<file path="src/cap_pkg.sv">
/*
 * Capture buffer package.
 * Sizes, bus address map and vector types that are shared by
 * the stream channels, the arbiter, the sample RAM and the bus slave.
 */

`default_nettype none

package cap_pkg;

  ////////////////////
  // sizes
  ////////////////////

  // stream sample width
  localparam int smp_w = 16;
  // one channel segment, 64 words
  localparam int seg_aw = 6;
  // whole RAM, top bit picks the channel
  localparam int ram_aw = seg_aw + 1;
  // credits per source, also the queue depth
  localparam int credit_max = 4;
  localparam int q_aw = $clog2(credit_max);

  typedef logic [smp_w-1:0]  smp_t;
  typedef logic [ram_aw-1:0] ram_addr_t;
  typedef logic [seg_aw-1:0] seg_addr_t;
  typedef logic [11:0]       bus_addr_t;
  typedef logic [31:0]       bus_data_t;

  ////////////////////
  // address map
  ////////////////////

  // RAM words 0x000..0x1fc, word index is addr>>2
  localparam bus_addr_t adr_ram_last = 12'h1fc;
  // per channel status, pointer in 5..0 and lap in 8
  localparam bus_addr_t adr_ptr0 = 12'h200;
  localparam bus_addr_t adr_ptr1 = 12'h204;
  // any write clears pointers and lap flags
  localparam bus_addr_t adr_ctl = 12'h208;

endpackage : cap_pkg

`default_nettype wire

</file>
<file path="src/cap_channel.sv">
/*
 * Stream capture channel.
 * Accepts credit-controlled samples into a small queue, offers the
 * queue head to the write arbiter, and advances a wrapping segment
 * pointer with a sticky lap flag on every granted write.
 */

`timescale 1ns/100ps
`default_nettype none

module cap_channel #(
  // channel number, top RAM address bit
  parameter bit chan = 1'b0
) (
  input  logic                bus,
  input  logic                ctl_rst,
  // sample stream
  input  logic                str_valid,
  input  cap_pkg::smp_t       str_data,
  output logic                str_credit,
  // write arbiter side
  output logic                req,
  input  logic                gnt,
  output cap_pkg::smp_t       wdata,
  output cap_pkg::ram_addr_t  waddr,
  // status and software clear
  input  logic                clr,
  output cap_pkg::seg_addr_t  ptr,
  output logic                lap
);

  ////////////////////
  // sample queue
  ////////////////////

  cap_pkg::smp_t           q_mem [cap_pkg::credit_max];
  logic [cap_pkg::q_aw-1:0] q_wr;
  logic [cap_pkg::q_aw-1:0] q_rd;
  logic [cap_pkg::q_aw:0]   q_cnt;

  // no full check, credits bound the fill level
  always_ff @(posedge bus) begin
    if (str_valid) begin
      q_mem[q_wr] <= str_data;
    end
  end

  always_ff @(posedge bus) begin
    if (ctl_rst) begin
      q_wr  <= '0;
      q_rd  <= '0;
      q_cnt <= '0;
    end else begin
      if (str_valid) begin
        q_wr <= q_wr + 1'b1;
      end
      if (gnt) begin
        q_rd <= q_rd + 1'b1;
      end
      // push and pop in one cycle keeps the count
      case ({str_valid, gnt})
        2'b10:   q_cnt <= q_cnt + 1'b1;
        2'b01:   q_cnt <= q_cnt - 1'b1;
        default: q_cnt <= q_cnt;
      endcase
    end
  end

  assign req   = (q_cnt != '0);
  assign wdata = q_mem[q_rd];

  // each write into RAM hands one credit back
  assign str_credit = gnt;

  ////////////////////
  // write pointer
  ////////////////////

  // during clear the granted sample already goes to the new base
  assign waddr = {chan, clr ? cap_pkg::seg_addr_t'(0) : ptr};

  always_ff @(posedge bus) begin
    if (ctl_rst) begin
      ptr <= '0;
      lap <= 1'b0;
    end else if (clr) begin
      ptr <= cap_pkg::seg_addr_t'(gnt);
      lap <= 1'b0;
    end else if (gnt) begin
      ptr <= ptr + 1'b1;
      // sticky, segment was overwritten at least once
      if (ptr == '1) begin
        lap <= 1'b1;
      end
    end
  end

endmodule : cap_channel

`default_nettype wire

</file>
<file path="src/cap_arbiter.sv">
/*
 * Round-robin write arbiter.
 * Grants the shared RAM write port to one of two channel queues per
 * cycle and registers the winning address and sample onto the port.
 */

`timescale 1ns/100ps
`default_nettype none

module cap_arbiter (
  input  logic                bus,
  input  logic                ctl_rst,
  // channel 0
  input  logic                req0,
  input  cap_pkg::smp_t       wdata0,
  input  cap_pkg::ram_addr_t  waddr0,
  output logic                gnt0,
  // channel 1
  input  logic                req1,
  input  cap_pkg::smp_t       wdata1,
  input  cap_pkg::ram_addr_t  waddr1,
  output logic                gnt1,
  // RAM write port
  output logic                ram_wen,
  output cap_pkg::ram_addr_t  ram_waddr,
  output cap_pkg::smp_t       ram_wdata
);

  // high when channel 1 won the last grant
  logic last;

  // contention goes to the channel that did not win last
  assign gnt0 = req0 & (~req1 | last);
  assign gnt1 = req1 & (~req0 | ~last);

  always_ff @(posedge bus) begin
    if (ctl_rst) begin
      last    <= 1'b0;
      ram_wen <= 1'b0;
    end else begin
      ram_wen <= gnt0 | gnt1;
      if (gnt0 | gnt1) begin
        last <= gnt1;
      end
    end
  end

  ////////////////////
  // write port regs
  ////////////////////

  always_ff @(posedge bus) begin
    if (gnt1) begin
      ram_waddr <= waddr1;
      ram_wdata <= wdata1;
    end else begin
      ram_waddr <= waddr0;
      ram_wdata <= wdata0;
    end
  end

endmodule : cap_arbiter

`default_nettype wire

</file>
<file path="src/cap_ram.sv">
/*
 * Shared sample RAM.
 * 128 words, one write port from the arbiter and one registered
 * read port for the bus slave.
 */

`timescale 1ns/100ps
`default_nettype none

module cap_ram (
  input  logic                bus,
  // write port
  input  logic                ram_wen,
  input  cap_pkg::ram_addr_t  ram_waddr,
  input  cap_pkg::smp_t       ram_wdata,
  // read port
  input  logic                rd_en,
  input  cap_pkg::ram_addr_t  rd_addr,
  output cap_pkg::smp_t       rd_data
);

  cap_pkg::smp_t mem [2**cap_pkg::ram_aw];

  always_ff @(posedge bus) begin
    if (ram_wen) begin
      mem[ram_waddr] <= ram_wdata;
    end
  end

  // old data on a same-address collision
  always_ff @(posedge bus) begin
    if (rd_en) begin
      rd_data <= mem[rd_addr];
    end
  end

endmodule : cap_ram

`default_nettype wire

</file>
<file path="src/cap_bus_slave.sv">
/*
 * System bus slave of the capture buffer.
 * Decodes RAM, status and control addresses, reads the sample RAM,
 * and answers every access two cycles after the request.
 */

`timescale 1ns/100ps
`default_nettype none

module cap_bus_slave (
  input  logic                bus,
  input  logic                ctl_rst,
  // system bus
  input  cap_pkg::bus_addr_t  bus_addr,
  input  cap_pkg::bus_data_t  bus_wdata,
  input  logic                bus_wen,
  input  logic                bus_ren,
  output cap_pkg::bus_data_t  bus_rdata,
  output logic                bus_ack,
  output logic                bus_err,
  // RAM read port
  output logic                rd_en,
  output cap_pkg::ram_addr_t  rd_addr,
  input  cap_pkg::smp_t       rd_data,
  // channel status
  input  cap_pkg::seg_addr_t  ptr0,
  input  cap_pkg::seg_addr_t  ptr1,
  input  logic                lap0,
  input  logic                lap1,
  output logic                clr
);

  logic               is_ram, is_ptr0, is_ptr1, is_ctl, is_map;
  logic               ack_s1, err_s1, ram_s1;
  cap_pkg::bus_data_t stat_s1;

  // pointer in 5..0 and lap in 8
  function automatic cap_pkg::bus_data_t stat_word(
    input cap_pkg::seg_addr_t p,
    input logic               l
  );
    stat_word = '0;
    stat_word[cap_pkg::seg_aw-1:0] = p;
    stat_word[8] = l;
  endfunction

  ////////////////////
  // address decode
  ////////////////////

  assign is_ram  = (bus_addr <= cap_pkg::adr_ram_last);
  assign is_ptr0 = (bus_addr == cap_pkg::adr_ptr0);
  assign is_ptr1 = (bus_addr == cap_pkg::adr_ptr1);
  assign is_ctl  = (bus_addr == cap_pkg::adr_ctl);
  assign is_map  = is_ram | is_ptr0 | is_ptr1 | is_ctl;

  // RAM samples at the request edge as the first read stage
  assign rd_en   = bus_ren & is_ram;
  assign rd_addr = bus_addr[cap_pkg::ram_aw+1:2];

  ////////////////////
  // stage 1
  ////////////////////

  // control write acts on the address alone
  always_ff @(posedge bus) begin
    if (ctl_rst) begin
      ack_s1 <= 1'b0;
      err_s1 <= 1'b0;
      clr    <= 1'b0;
    end else begin
      ack_s1 <= bus_ren | bus_wen;
      err_s1 <= (bus_ren | bus_wen) & ~is_map;
      clr    <= bus_wen & is_ctl;
    end
  end

  // status taken at the request like the RAM word
  always_ff @(posedge bus) begin
    ram_s1 <= is_ram;
    if (is_ptr0) begin
      stat_s1 <= stat_word(ptr0, lap0);
    end else if (is_ptr1) begin
      stat_s1 <= stat_word(ptr1, lap1);
    end else begin
      stat_s1 <= '0;
    end
  end

  ////////////////////
  // stage 2
  ////////////////////

  always_ff @(posedge bus) begin
    if (ctl_rst) begin
      bus_ack <= 1'b0;
      bus_err <= 1'b0;
    end else begin
      bus_ack <= ack_s1;
      bus_err <= err_s1;
    end
  end

  // sample zero-extended to the bus word
  always_ff @(posedge bus) begin
    bus_rdata <= ram_s1 ? cap_pkg::bus_data_t'(rd_data) : stat_s1;
  end

endmodule : cap_bus_slave

`default_nettype wire

</file>
<file path="src/cap_top.sv">
/*
 * Two-channel sample capture buffer, top level.
 * Two credit-controlled streams share one sample RAM through a
 * round-robin arbiter; the CPU reads it over the system bus.
 */

`timescale 1ns/100ps
`default_nettype none

module cap_top (
  input  logic                bus,
  input  logic                ctl_rst,
  // stream channel 0
  input  logic                ch0_str_valid,
  input  cap_pkg::smp_t       ch0_str_data,
  output logic                ch0_str_credit,
  // stream channel 1
  input  logic                ch1_str_valid,
  input  cap_pkg::smp_t       ch1_str_data,
  output logic                ch1_str_credit,
  // system bus
  input  cap_pkg::bus_addr_t  bus_addr,
  input  cap_pkg::bus_data_t  bus_wdata,
  input  logic                bus_wen,
  input  logic                bus_ren,
  output cap_pkg::bus_data_t  bus_rdata,
  output logic                bus_ack,
  output logic                bus_err
);

  // channel to arbiter
  logic               req0, req1, gnt0, gnt1;
  cap_pkg::smp_t      wdata0, wdata1;
  cap_pkg::ram_addr_t waddr0, waddr1;
  // RAM ports
  logic               ram_wen, rd_en;
  cap_pkg::ram_addr_t ram_waddr, rd_addr;
  cap_pkg::smp_t      ram_wdata, rd_data;
  // status and clear
  cap_pkg::seg_addr_t ptr0, ptr1;
  logic               lap0, lap1, clr;

  ////////////////////
  // channels
  ////////////////////

  cap_channel #(.chan(1'b0)) u_ch0 (
    .bus        (bus),
    .ctl_rst    (ctl_rst),
    .str_valid  (ch0_str_valid),
    .str_data   (ch0_str_data),
    .str_credit (ch0_str_credit),
    .req        (req0),
    .gnt        (gnt0),
    .wdata      (wdata0),
    .waddr      (waddr0),
    .clr        (clr),
    .ptr        (ptr0),
    .lap        (lap0)
  );

  cap_channel #(.chan(1'b1)) u_ch1 (
    .bus        (bus),
    .ctl_rst    (ctl_rst),
    .str_valid  (ch1_str_valid),
    .str_data   (ch1_str_data),
    .str_credit (ch1_str_credit),
    .req        (req1),
    .gnt        (gnt1),
    .wdata      (wdata1),
    .waddr      (waddr1),
    .clr        (clr),
    .ptr        (ptr1),
    .lap        (lap1)
  );

  ////////////////////
  // write path
  ////////////////////

  cap_arbiter u_arb (
    .bus       (bus),
    .ctl_rst   (ctl_rst),
    .req0      (req0),
    .wdata0    (wdata0),
    .waddr0    (waddr0),
    .gnt0      (gnt0),
    .req1      (req1),
    .wdata1    (wdata1),
    .waddr1    (waddr1),
    .gnt1      (gnt1),
    .ram_wen   (ram_wen),
    .ram_waddr (ram_waddr),
    .ram_wdata (ram_wdata)
  );

  cap_ram u_ram (
    .bus       (bus),
    .ram_wen   (ram_wen),
    .ram_waddr (ram_waddr),
    .ram_wdata (ram_wdata),
    .rd_en     (rd_en),
    .rd_addr   (rd_addr),
    .rd_data   (rd_data)
  );

  ////////////////////
  // CPU access
  ////////////////////

  cap_bus_slave u_bus (
    .bus       (bus),
    .ctl_rst   (ctl_rst),
    .bus_addr  (bus_addr),
    .bus_wdata (bus_wdata),
    .bus_wen   (bus_wen),
    .bus_ren   (bus_ren),
    .bus_rdata (bus_rdata),
    .bus_ack   (bus_ack),
    .bus_err   (bus_err),
    .rd_en     (rd_en),
    .rd_addr   (rd_addr),
    .rd_data   (rd_data),
    .ptr0      (ptr0),
    .ptr1      (ptr1),
    .lap0      (lap0),
    .lap1      (lap1),
    .clr       (clr)
  );

endmodule : cap_top

`default_nettype wire

</file>
<file path="config.mk">
export PLATFORM = sky130hd
export DESIGN_NAME = cap_top
export DESIGN_NICKNAME = d
export VERILOG_FILES = /design/src/cap_pkg.sv /design/src/cap_channel.sv /design/src/cap_arbiter.sv /design/src/cap_ram.sv /design/src/cap_bus_slave.sv /design/src/cap_top.sv
export SDC_FILE = /design/constraint.sdc
export NUM_CORES = 2
export LEC_CHECK = 0
export ABC_AREA = 1
export BUFFER_PORTS_ARGS = -buffer_cell sky130_fd_sc_hd__clkbuf_2
export CAP_MARGIN = 30
export CORE_AREA = 3 3 428 430
export CTS_BUF_LIST = sky130_fd_sc_hd__clkbuf_8
export CTS_CLUSTER_SIZE = 28
export DETAILED_ROUTE_END_ITERATION = 16
export DIE_AREA = 0 0 431 433
export MAX_ROUTING_LAYER = met4
export PLACE_DENSITY_LB_ADDON = 0.25
export RECOVER_POWER = 25
export SYNTH_ARGS = -nofsm -noshare
export SYNTH_HDL_FRONTEND = slang
export SYNTH_HIERARCHICAL = 1
export SYNTH_SLANG_ARGS = --single-unit
export TNS_END_PERCENT = 10
</file>
<file path="constraint.sdc">
create_clock -name bus -period 3.6 [get_ports bus]
set_input_delay 0.36 -clock bus [delete_from_list [all_inputs] [get_ports bus]]
set_output_delay 0.36 -clock bus [all_outputs]
set_load 0.01 [all_outputs]
</file>
# ---- After elaboration in Yosys (flattened, before gate mapping)
# Memory sizes are Yosys's and may differ from the RTL's. A register that Yosys moved wholly into a read port is not among the register bits.
# Index checks and enable logic that the tools add are counted.
dict set report totals {
  input_bits 82
  n_memories 3
  latchBits 0
  elab_cells 96
  rom_bits 0
  mem_bits_rw 2176
  register_bits 84
  output_inout_bits 36
}
dict set report op_classes {
  multipliers 0
  n_reduce_logical 9
  bitwise_logic 16
  mux 23
  eq_ne 9
  n_lt_le_gt_ge 1
  add_sub_neg 10
  n_div 0
  shift 0
}
# memory words width rd rd_clocked_by_memory_dff write_ports line_no
set mem_list {}
lappend mem_list {u_ram.mem 128 16 1 1 1 cap_ram.sv:22} ;# cap_pkg::smp_t mem [2**cap_pkg::ram_aw];
lappend mem_list {u_ch0.q_mem 4 16 1 1 1 cap_channel.sv:36} ;# cap_pkg::smp_t q_mem [cap_pkg::credit_max];
lappend mem_list {u_ch1.q_mem 4 16 1 1 1 cap_channel.sv:36}
# cell n
set ops {}
lappend ops {{12-bit by 10-bit equality test with 1-bit output, second input constant} 3}
lappend ops {{16-bit two-way mux} 2}
lappend ops {{9-bit two-way mux} 2}
lappend ops {{6-bit by 1-bit adder with 6-bit output, second input constant} 2}
lappend ops {{6-bit equality test, second input constant} 2}
lappend ops {{12-bit by 9-bit <= comparator with 1-bit output, second input constant} 1}
lappend ops {{6-bit two-way mux} 2}
lappend ops {{3-bit one-hot mux with 2 select lines} 2}
lappend ops {{1-bit two-way mux} 10}
lappend ops {{2-bit by 1-bit adder with 2-bit output, second input constant} 4}
lappend ops {{2-bit two-way mux} 4}
lappend ops {{2-bit nonzero test} 4}
lappend ops {{7-bit two-way mux} 1}
lappend ops {{1-bit bitwise OR} 7}
lappend ops {{3-bit by 1-bit adder with 3-bit output, second input constant} 2}
lappend ops {{3-bit nonzero test} 2}
lappend ops {{3-bit by 1-bit subtractor with 3-bit output, second input constant} 2}
lappend ops {{1-bit bitwise AND} 5}
lappend ops {{2-bit by 1-bit equality test with 1-bit output, second input constant} 2}
lappend ops {{2-bit equality test, second input constant} 2}
lappend ops {{1-bit inverter} 4}
lappend ops {{2-bit AND reduction} 2}
lappend ops {{2-bit OR reduction} 1}

# ---- Depth between registers and ports, before layout
dict set report logic_depth {
  depth_word 6
  depth_mapped 15
}

# ---- By module
# The synthesis kept the hierarchy.
# mod cells_per_inst seq_area_each_um2 area_per_inst_um2 n_inst
set by_module_without_submodules {}
lappend by_module_without_submodules {cap_ram 6793 61979.4 82988.3 1}
lappend by_module_without_submodules {{cap_channel at u_ch0} 266 2242.2 3150.5 1}
lappend by_module_without_submodules {{cap_channel at u_ch1} 263 2242.2 3144.3 1}
lappend by_module_without_submodules {cap_bus_slave 147 580.6 1233.7 1}
lappend by_module_without_submodules {cap_arbiter 111 500.5 943.4 1}

# ---- Worst setup path before layout
# Ideal clock, no wire load.
dict set report synth_timing {
  kind {flip-flop to flip-flop}
  from {register u_arb.ram_wdata[0]}
  to {memory u_ram/mem[0][0] (netlist bit), data pin}
  path_slack_ps 1251
  required_time_ps 3074
  period_less_slack_ps 2349
  path_stages_with_launch 1
  arrival_time_ps 1823
  cell_sequence {dfxtp_1}
}
# element line_no
set synth_rtl {}
lappend synth_rtl {{start: declaration} cap_arbiter.sv:26} ;# output cap_pkg::smp_t ram_wdata
lappend synth_rtl {{start signal: assignment} cap_arbiter.sv:55} ;# ram_wdata <= wdata1;
lappend synth_rtl {{start signal: assignment} cap_arbiter.sv:58} ;# ram_wdata <= wdata0;
lappend synth_rtl {{end: declaration} cap_ram.sv:22}
# Straight into the memory's write port.

# ---- Worst setup path in the final report
dict set report layout_timing {
  from {register u_ch1/q_cnt[0] (netlist bit)}
  to {output port ch1_str_credit}
}
dict set report layout_via {
  elab_chain_cells 2
}
# element line_no
set layout_rtl {}
lappend layout_rtl {{start: declaration} cap_channel.sv:39} ;# logic [cap_pkg::q_aw:0] q_cnt;
lappend layout_rtl {{start signal: assignment} cap_channel.sv:62} ;# 2'b10: q_cnt <= q_cnt + 1'b1;
lappend layout_rtl {{start signal: assignment} cap_channel.sv:63} ;# 2'b01: q_cnt <= q_cnt - 1'b1;
lappend layout_rtl {{start signal: assignment} cap_channel.sv:64} ;# default: q_cnt <= q_cnt;
lappend layout_rtl {{3-bit nonzero test} cap_channel.sv:69} ;# assign req = (q_cnt != '0);
lappend layout_rtl {{net req1} cap_top.sv:32} ;# logic req0, req1, gnt0, gnt1;
lappend layout_rtl {{1-bit bitwise AND} cap_arbiter.sv:34} ;# assign gnt1 = req1 & (~req0 | ~last);
lappend layout_rtl {{end: declaration} cap_top.sv:20} ;# output logic ch1_str_credit,
# The timed path passes the listed nets, and every way through them passes these cells.

==> metrics.md <==
| Metric | Value |
|---|---|
| Hold Buf Count CTS | `between 70 and 80` |
| Die W | `431 um` |
| Starting Density | `a little over 50%` |
| Routed vias/inst | `about 5.7` |
| Global-route wire length before repair | `359.6 mm` |
| Failing checks | `capacitance limit, slew limit` |
| Worst VDD drop | `between 0.4 and 0.5 mV` |
| EDFF count, synth | `about 2200` |
| Cell Chain, Critical Path | `inv_1 -> nand3_1 -> nand2_8 -> inv_1 -> clkbuf_2` |
| Fin crit share | `87.10%` |
| Synth area leaders | `edfxtp_1 72%, nand3_1 11%, nand2_1 9.0%` |
| Post-synth top cells | `2192 x edfxtp_1, 2181 x nand2_1, 2065 x nand3_1, 266 x buf_2, 247 x nor2_1` |
| Critical path endpoint category | `output port` |
| Delay-heaviest family, CP | `simple AND/OR/NAND/NOR gates` |
| Final hold violations | `0` |
| DRT iter0 DRCs | `~6600` |
| Arr. time, crit path | `~2.8 ns` |
| Status | `finished with violations` |
| Fin Clk Skew | `between 0.09 and 0.1 ns` |
| Fin. max-slew vios | `947` |
| Max Fclk | `roughly 320 MHz` |
| DR WL/cell | `between 20 and 25 um` |
| Unrepaired setup endpoints after global routing | `no` |
| Top-Level Pins | `~120` |
| R2r startpoint | `u_arb/ram_wdata[0]` |
| Worst-path clk slew | `around 0.06 ns` |
| H-tree levels | `5` |
| Combinational fraction of design power | `a little under an eighth` |
| DRC Markers | `0` |
| DRT Pass-1 Iters | `8` |
| Antenna violations before repair | `6` |
| Setup TNS | `0 ns` |
| GP Congestion | `around 0.89` |
| Buf/Inv on CP | `3` |
| Num rows | `between 150 and 200` |
| Root Buffer | `clkbuf_8` |
| Top-area cell type share of the netlist area | `a little over 70%` |
| Sw power | `17.59 mW` |
| Die height | `~430 um` |
| CTS tree | `done` |
| Vias in the first global route | `roughly 58000` |
| #FFs+latches synth | `2278` |
| Yosys Warn Count | `6` |
| Leakage | `between 30 and 40 nW` |
| Layout cells sized above 1 | `around 10%` |
| Worst rel slew slack | `-97.77%` |
| Total congestion overflow | `0` |
| Hpwl dp | `about 130 mm` |
| Slowest cell on the critical path | `nand3_1` |
| Crit path kind | `reg -> out` |
| Vias | `a little over 60000` |
| Maximum Capacitance Violations | `16` |
| Final setup fails | `0` |
| Final Net Count | `7970` |
| Asr flop ratio synth | `0%` |
| Worst-path maximum fanout | `24` |
| HP Class | `in -> reg` |
| Core area | `0.1802 mm2` |
| Switching part of the total | `around 28%` |
| Critical Path RT | `3.24 ns` |
| Pwr per Cell Area | `615.9 mW/mm2` |
| Most frequent cell on the critical path | `inv_1` |
| Sinks on the clock net | `~2300` |
| Hold Startpoint | `bus_addr[2]` |
| Inserted Clock Buffers | `between 300 and 400` |
| Final Critical Period | `approximately 3.1 ns` |
| Post-synth top area cell | `edfxtp_1` |
| Slew of the pin with the lowest slew margin | `just under 3 ns` |
| Clock Latency Late Sink | `between 1 and 1.5 ns` |
| CP Launch Point | `u_ch1/q_cnt[0]` |
| Total power draw | `between 60 and 70 mW` |
| Post-CTS setup buffer count | `0` |
| P&R area growth vs syn | `11.60%` |
| I/O Buffers | `between 60 and 70` |
| Final ANT Viol Nets | `0` |
| GRT Resource Usage Total | `about a quarter` |
| Syn Std Cell Area | `just over 0.09 mm2` |
| Predominant post-synthesis flop cell | `edfxtp_1` |
| Largest net degree at the start of global routing | `between 150 and 200` |
| Seq/Total Area, Yosys | `between 70 and 80%` |
| Post-synthesis cell type count | `37` |
| Post-cts sizing count | `0` |
| Flop pwr share | `56.4%` |
| Die area | `0.1866 mm2` |
| Slowest cell delay on critical path | `about 0.5 ns` |
| Clock share of power | `between 30% and 40%` |
| Cell internal pwr | `approximately 45 mW` |
| Clock Path Buffers | `4` |
| Routed wire length | `242.4 mm` |
| Avg Synthesized Cell Area | `approximately 12 um2` |
| Top-count cell post-synth | `edfxtp_1` |
| Post-Synthesis Cells | `7580` |
| Startpoint Class | `flip-flop` |
-- tightest hold or removal path, stage by stage --
cell	delay, ns
buf_8	0.38
nor3_4	0.16
nand3_1	0.09
nand2_1	0.05
-- metal layers --
metal	vias up	GRT usage, %	wire length, um
met1	29340	35.46	97330
met2	2995	39.44	111500
li1	27517	-	-
met4	0	12.02	11210
met3	520	5.006	22320
met5	-	-	0
-- cell families (layout without fill, tap and decap cells) --
logic type	Yosys count	in the layout	share of synthesized area, %
other cells	3	23	0.01231
simple gates	4528	4528	21.53
buf+inv	611	1164	3.504
mux	7	7	0.08618
compound gates	139	139	0.8099
flops	2278	2278	73.85
fa+ha+maj	14	14	0.2079
-- cells in the final DEF (no fill, tap or decap), drive strengths merged --
cell,Yosys,final
a21boi,1,1
a21oi,22,22
and2,1,1
buf,430,278
bufinv,0,5
clkbuf,82,459
clkinv,1,121
clkinvlp,0,4
conb,3,18
dfxtp,86,86
diode,0,5
dlygate4sd3,0,72
edfxtp,2192,2192
fa,2,2
ha,12,12
inv,98,225
mux2,7,7
nand2,2194,2194
nand3,2065,2065
nand4,2,2
nor2,252,252
nor3,14,14
o21ai,83,83
o21bai,1,1
o22ai,32,32
-- through the flow --
stage | setup WS (ns) | utilization, % | cells | instance area, um2 | hold slack, ns
6_report | 0.4643 | 56.66 | 10523 | 102100 | 0.08314
5_1_grt | 0.3157 | 56.65 | 10522 | 102100 | 0.07427
4_1_cts | 0.3561 | 56.72 | 10518 | 102200 | 0.0003271
3_5_place_dp | 0.6293 | 52.69 | 9799 | 94920 | 0.4061
3_3_place_gp | 0.6291 | 52.67 | 9798 | 94900 | 0.4096
2_1_floorplan | 1.251 | - | 7595 | 91520 | 0.3883
-- registers in the layout (all words and copies together), names as in the netlist, 3 cells and up, named ones only --
name	flops
u_bus/bus_rdata	16
u_ch0/ptr	6
u_arb/ram_wdata	16
u_ch0/q_cnt	3
u_ch1/q_mem	64
u_ram/mem	2048
u_ch0/q_mem	64
u_ch1/ptr	6
u_bus/stat_s1	7
u_arb/ram_waddr	7
u_ram/rd_data	16
u_ch1/q_cnt	3
-- worst paths after layout --
kind	endpoint	slack, ns	cells past startpoint
hold / removal	u_bus/stat_s1[1]	0.08	4
hold reg to reg	u_bus/bus_err	0.42	2
setup / recovery	ch1_str_credit	0.46	5
setup reg to reg	u_ram/mem[12][0]	0.51	1
-- area by class of cell --
cell class | count | area, um2
Timing Repair Buffer | 418 | 3821
Tap cell | 2370 | 2965
Clock inverter | 256 | 1161
Inverter | 99 | 405.4
Clock buffer | 391 | 5381
Fill cell | 14492 | 78090
Antenna cell | 5 | 12.51
Sequential cell | 2278 | 67550
Multi-Input combinational cell | 4706 | 20770
-- power groups by stage --
stage          registers [mW]  logic [mW]  clock network, mW
3_3_place_gp             36.0        6.77                  0
5_1_grt                  35.6        7.77               21.8
4_1_cts                  35.4        7.22               20.5
6_report                 35.5        7.22               20.2
2_1_floorplan            35.9        3.08                  0
3_5_place_dp             35.9        7.15                  0
No activity file was read; power rests on OpenSTA's default activity.
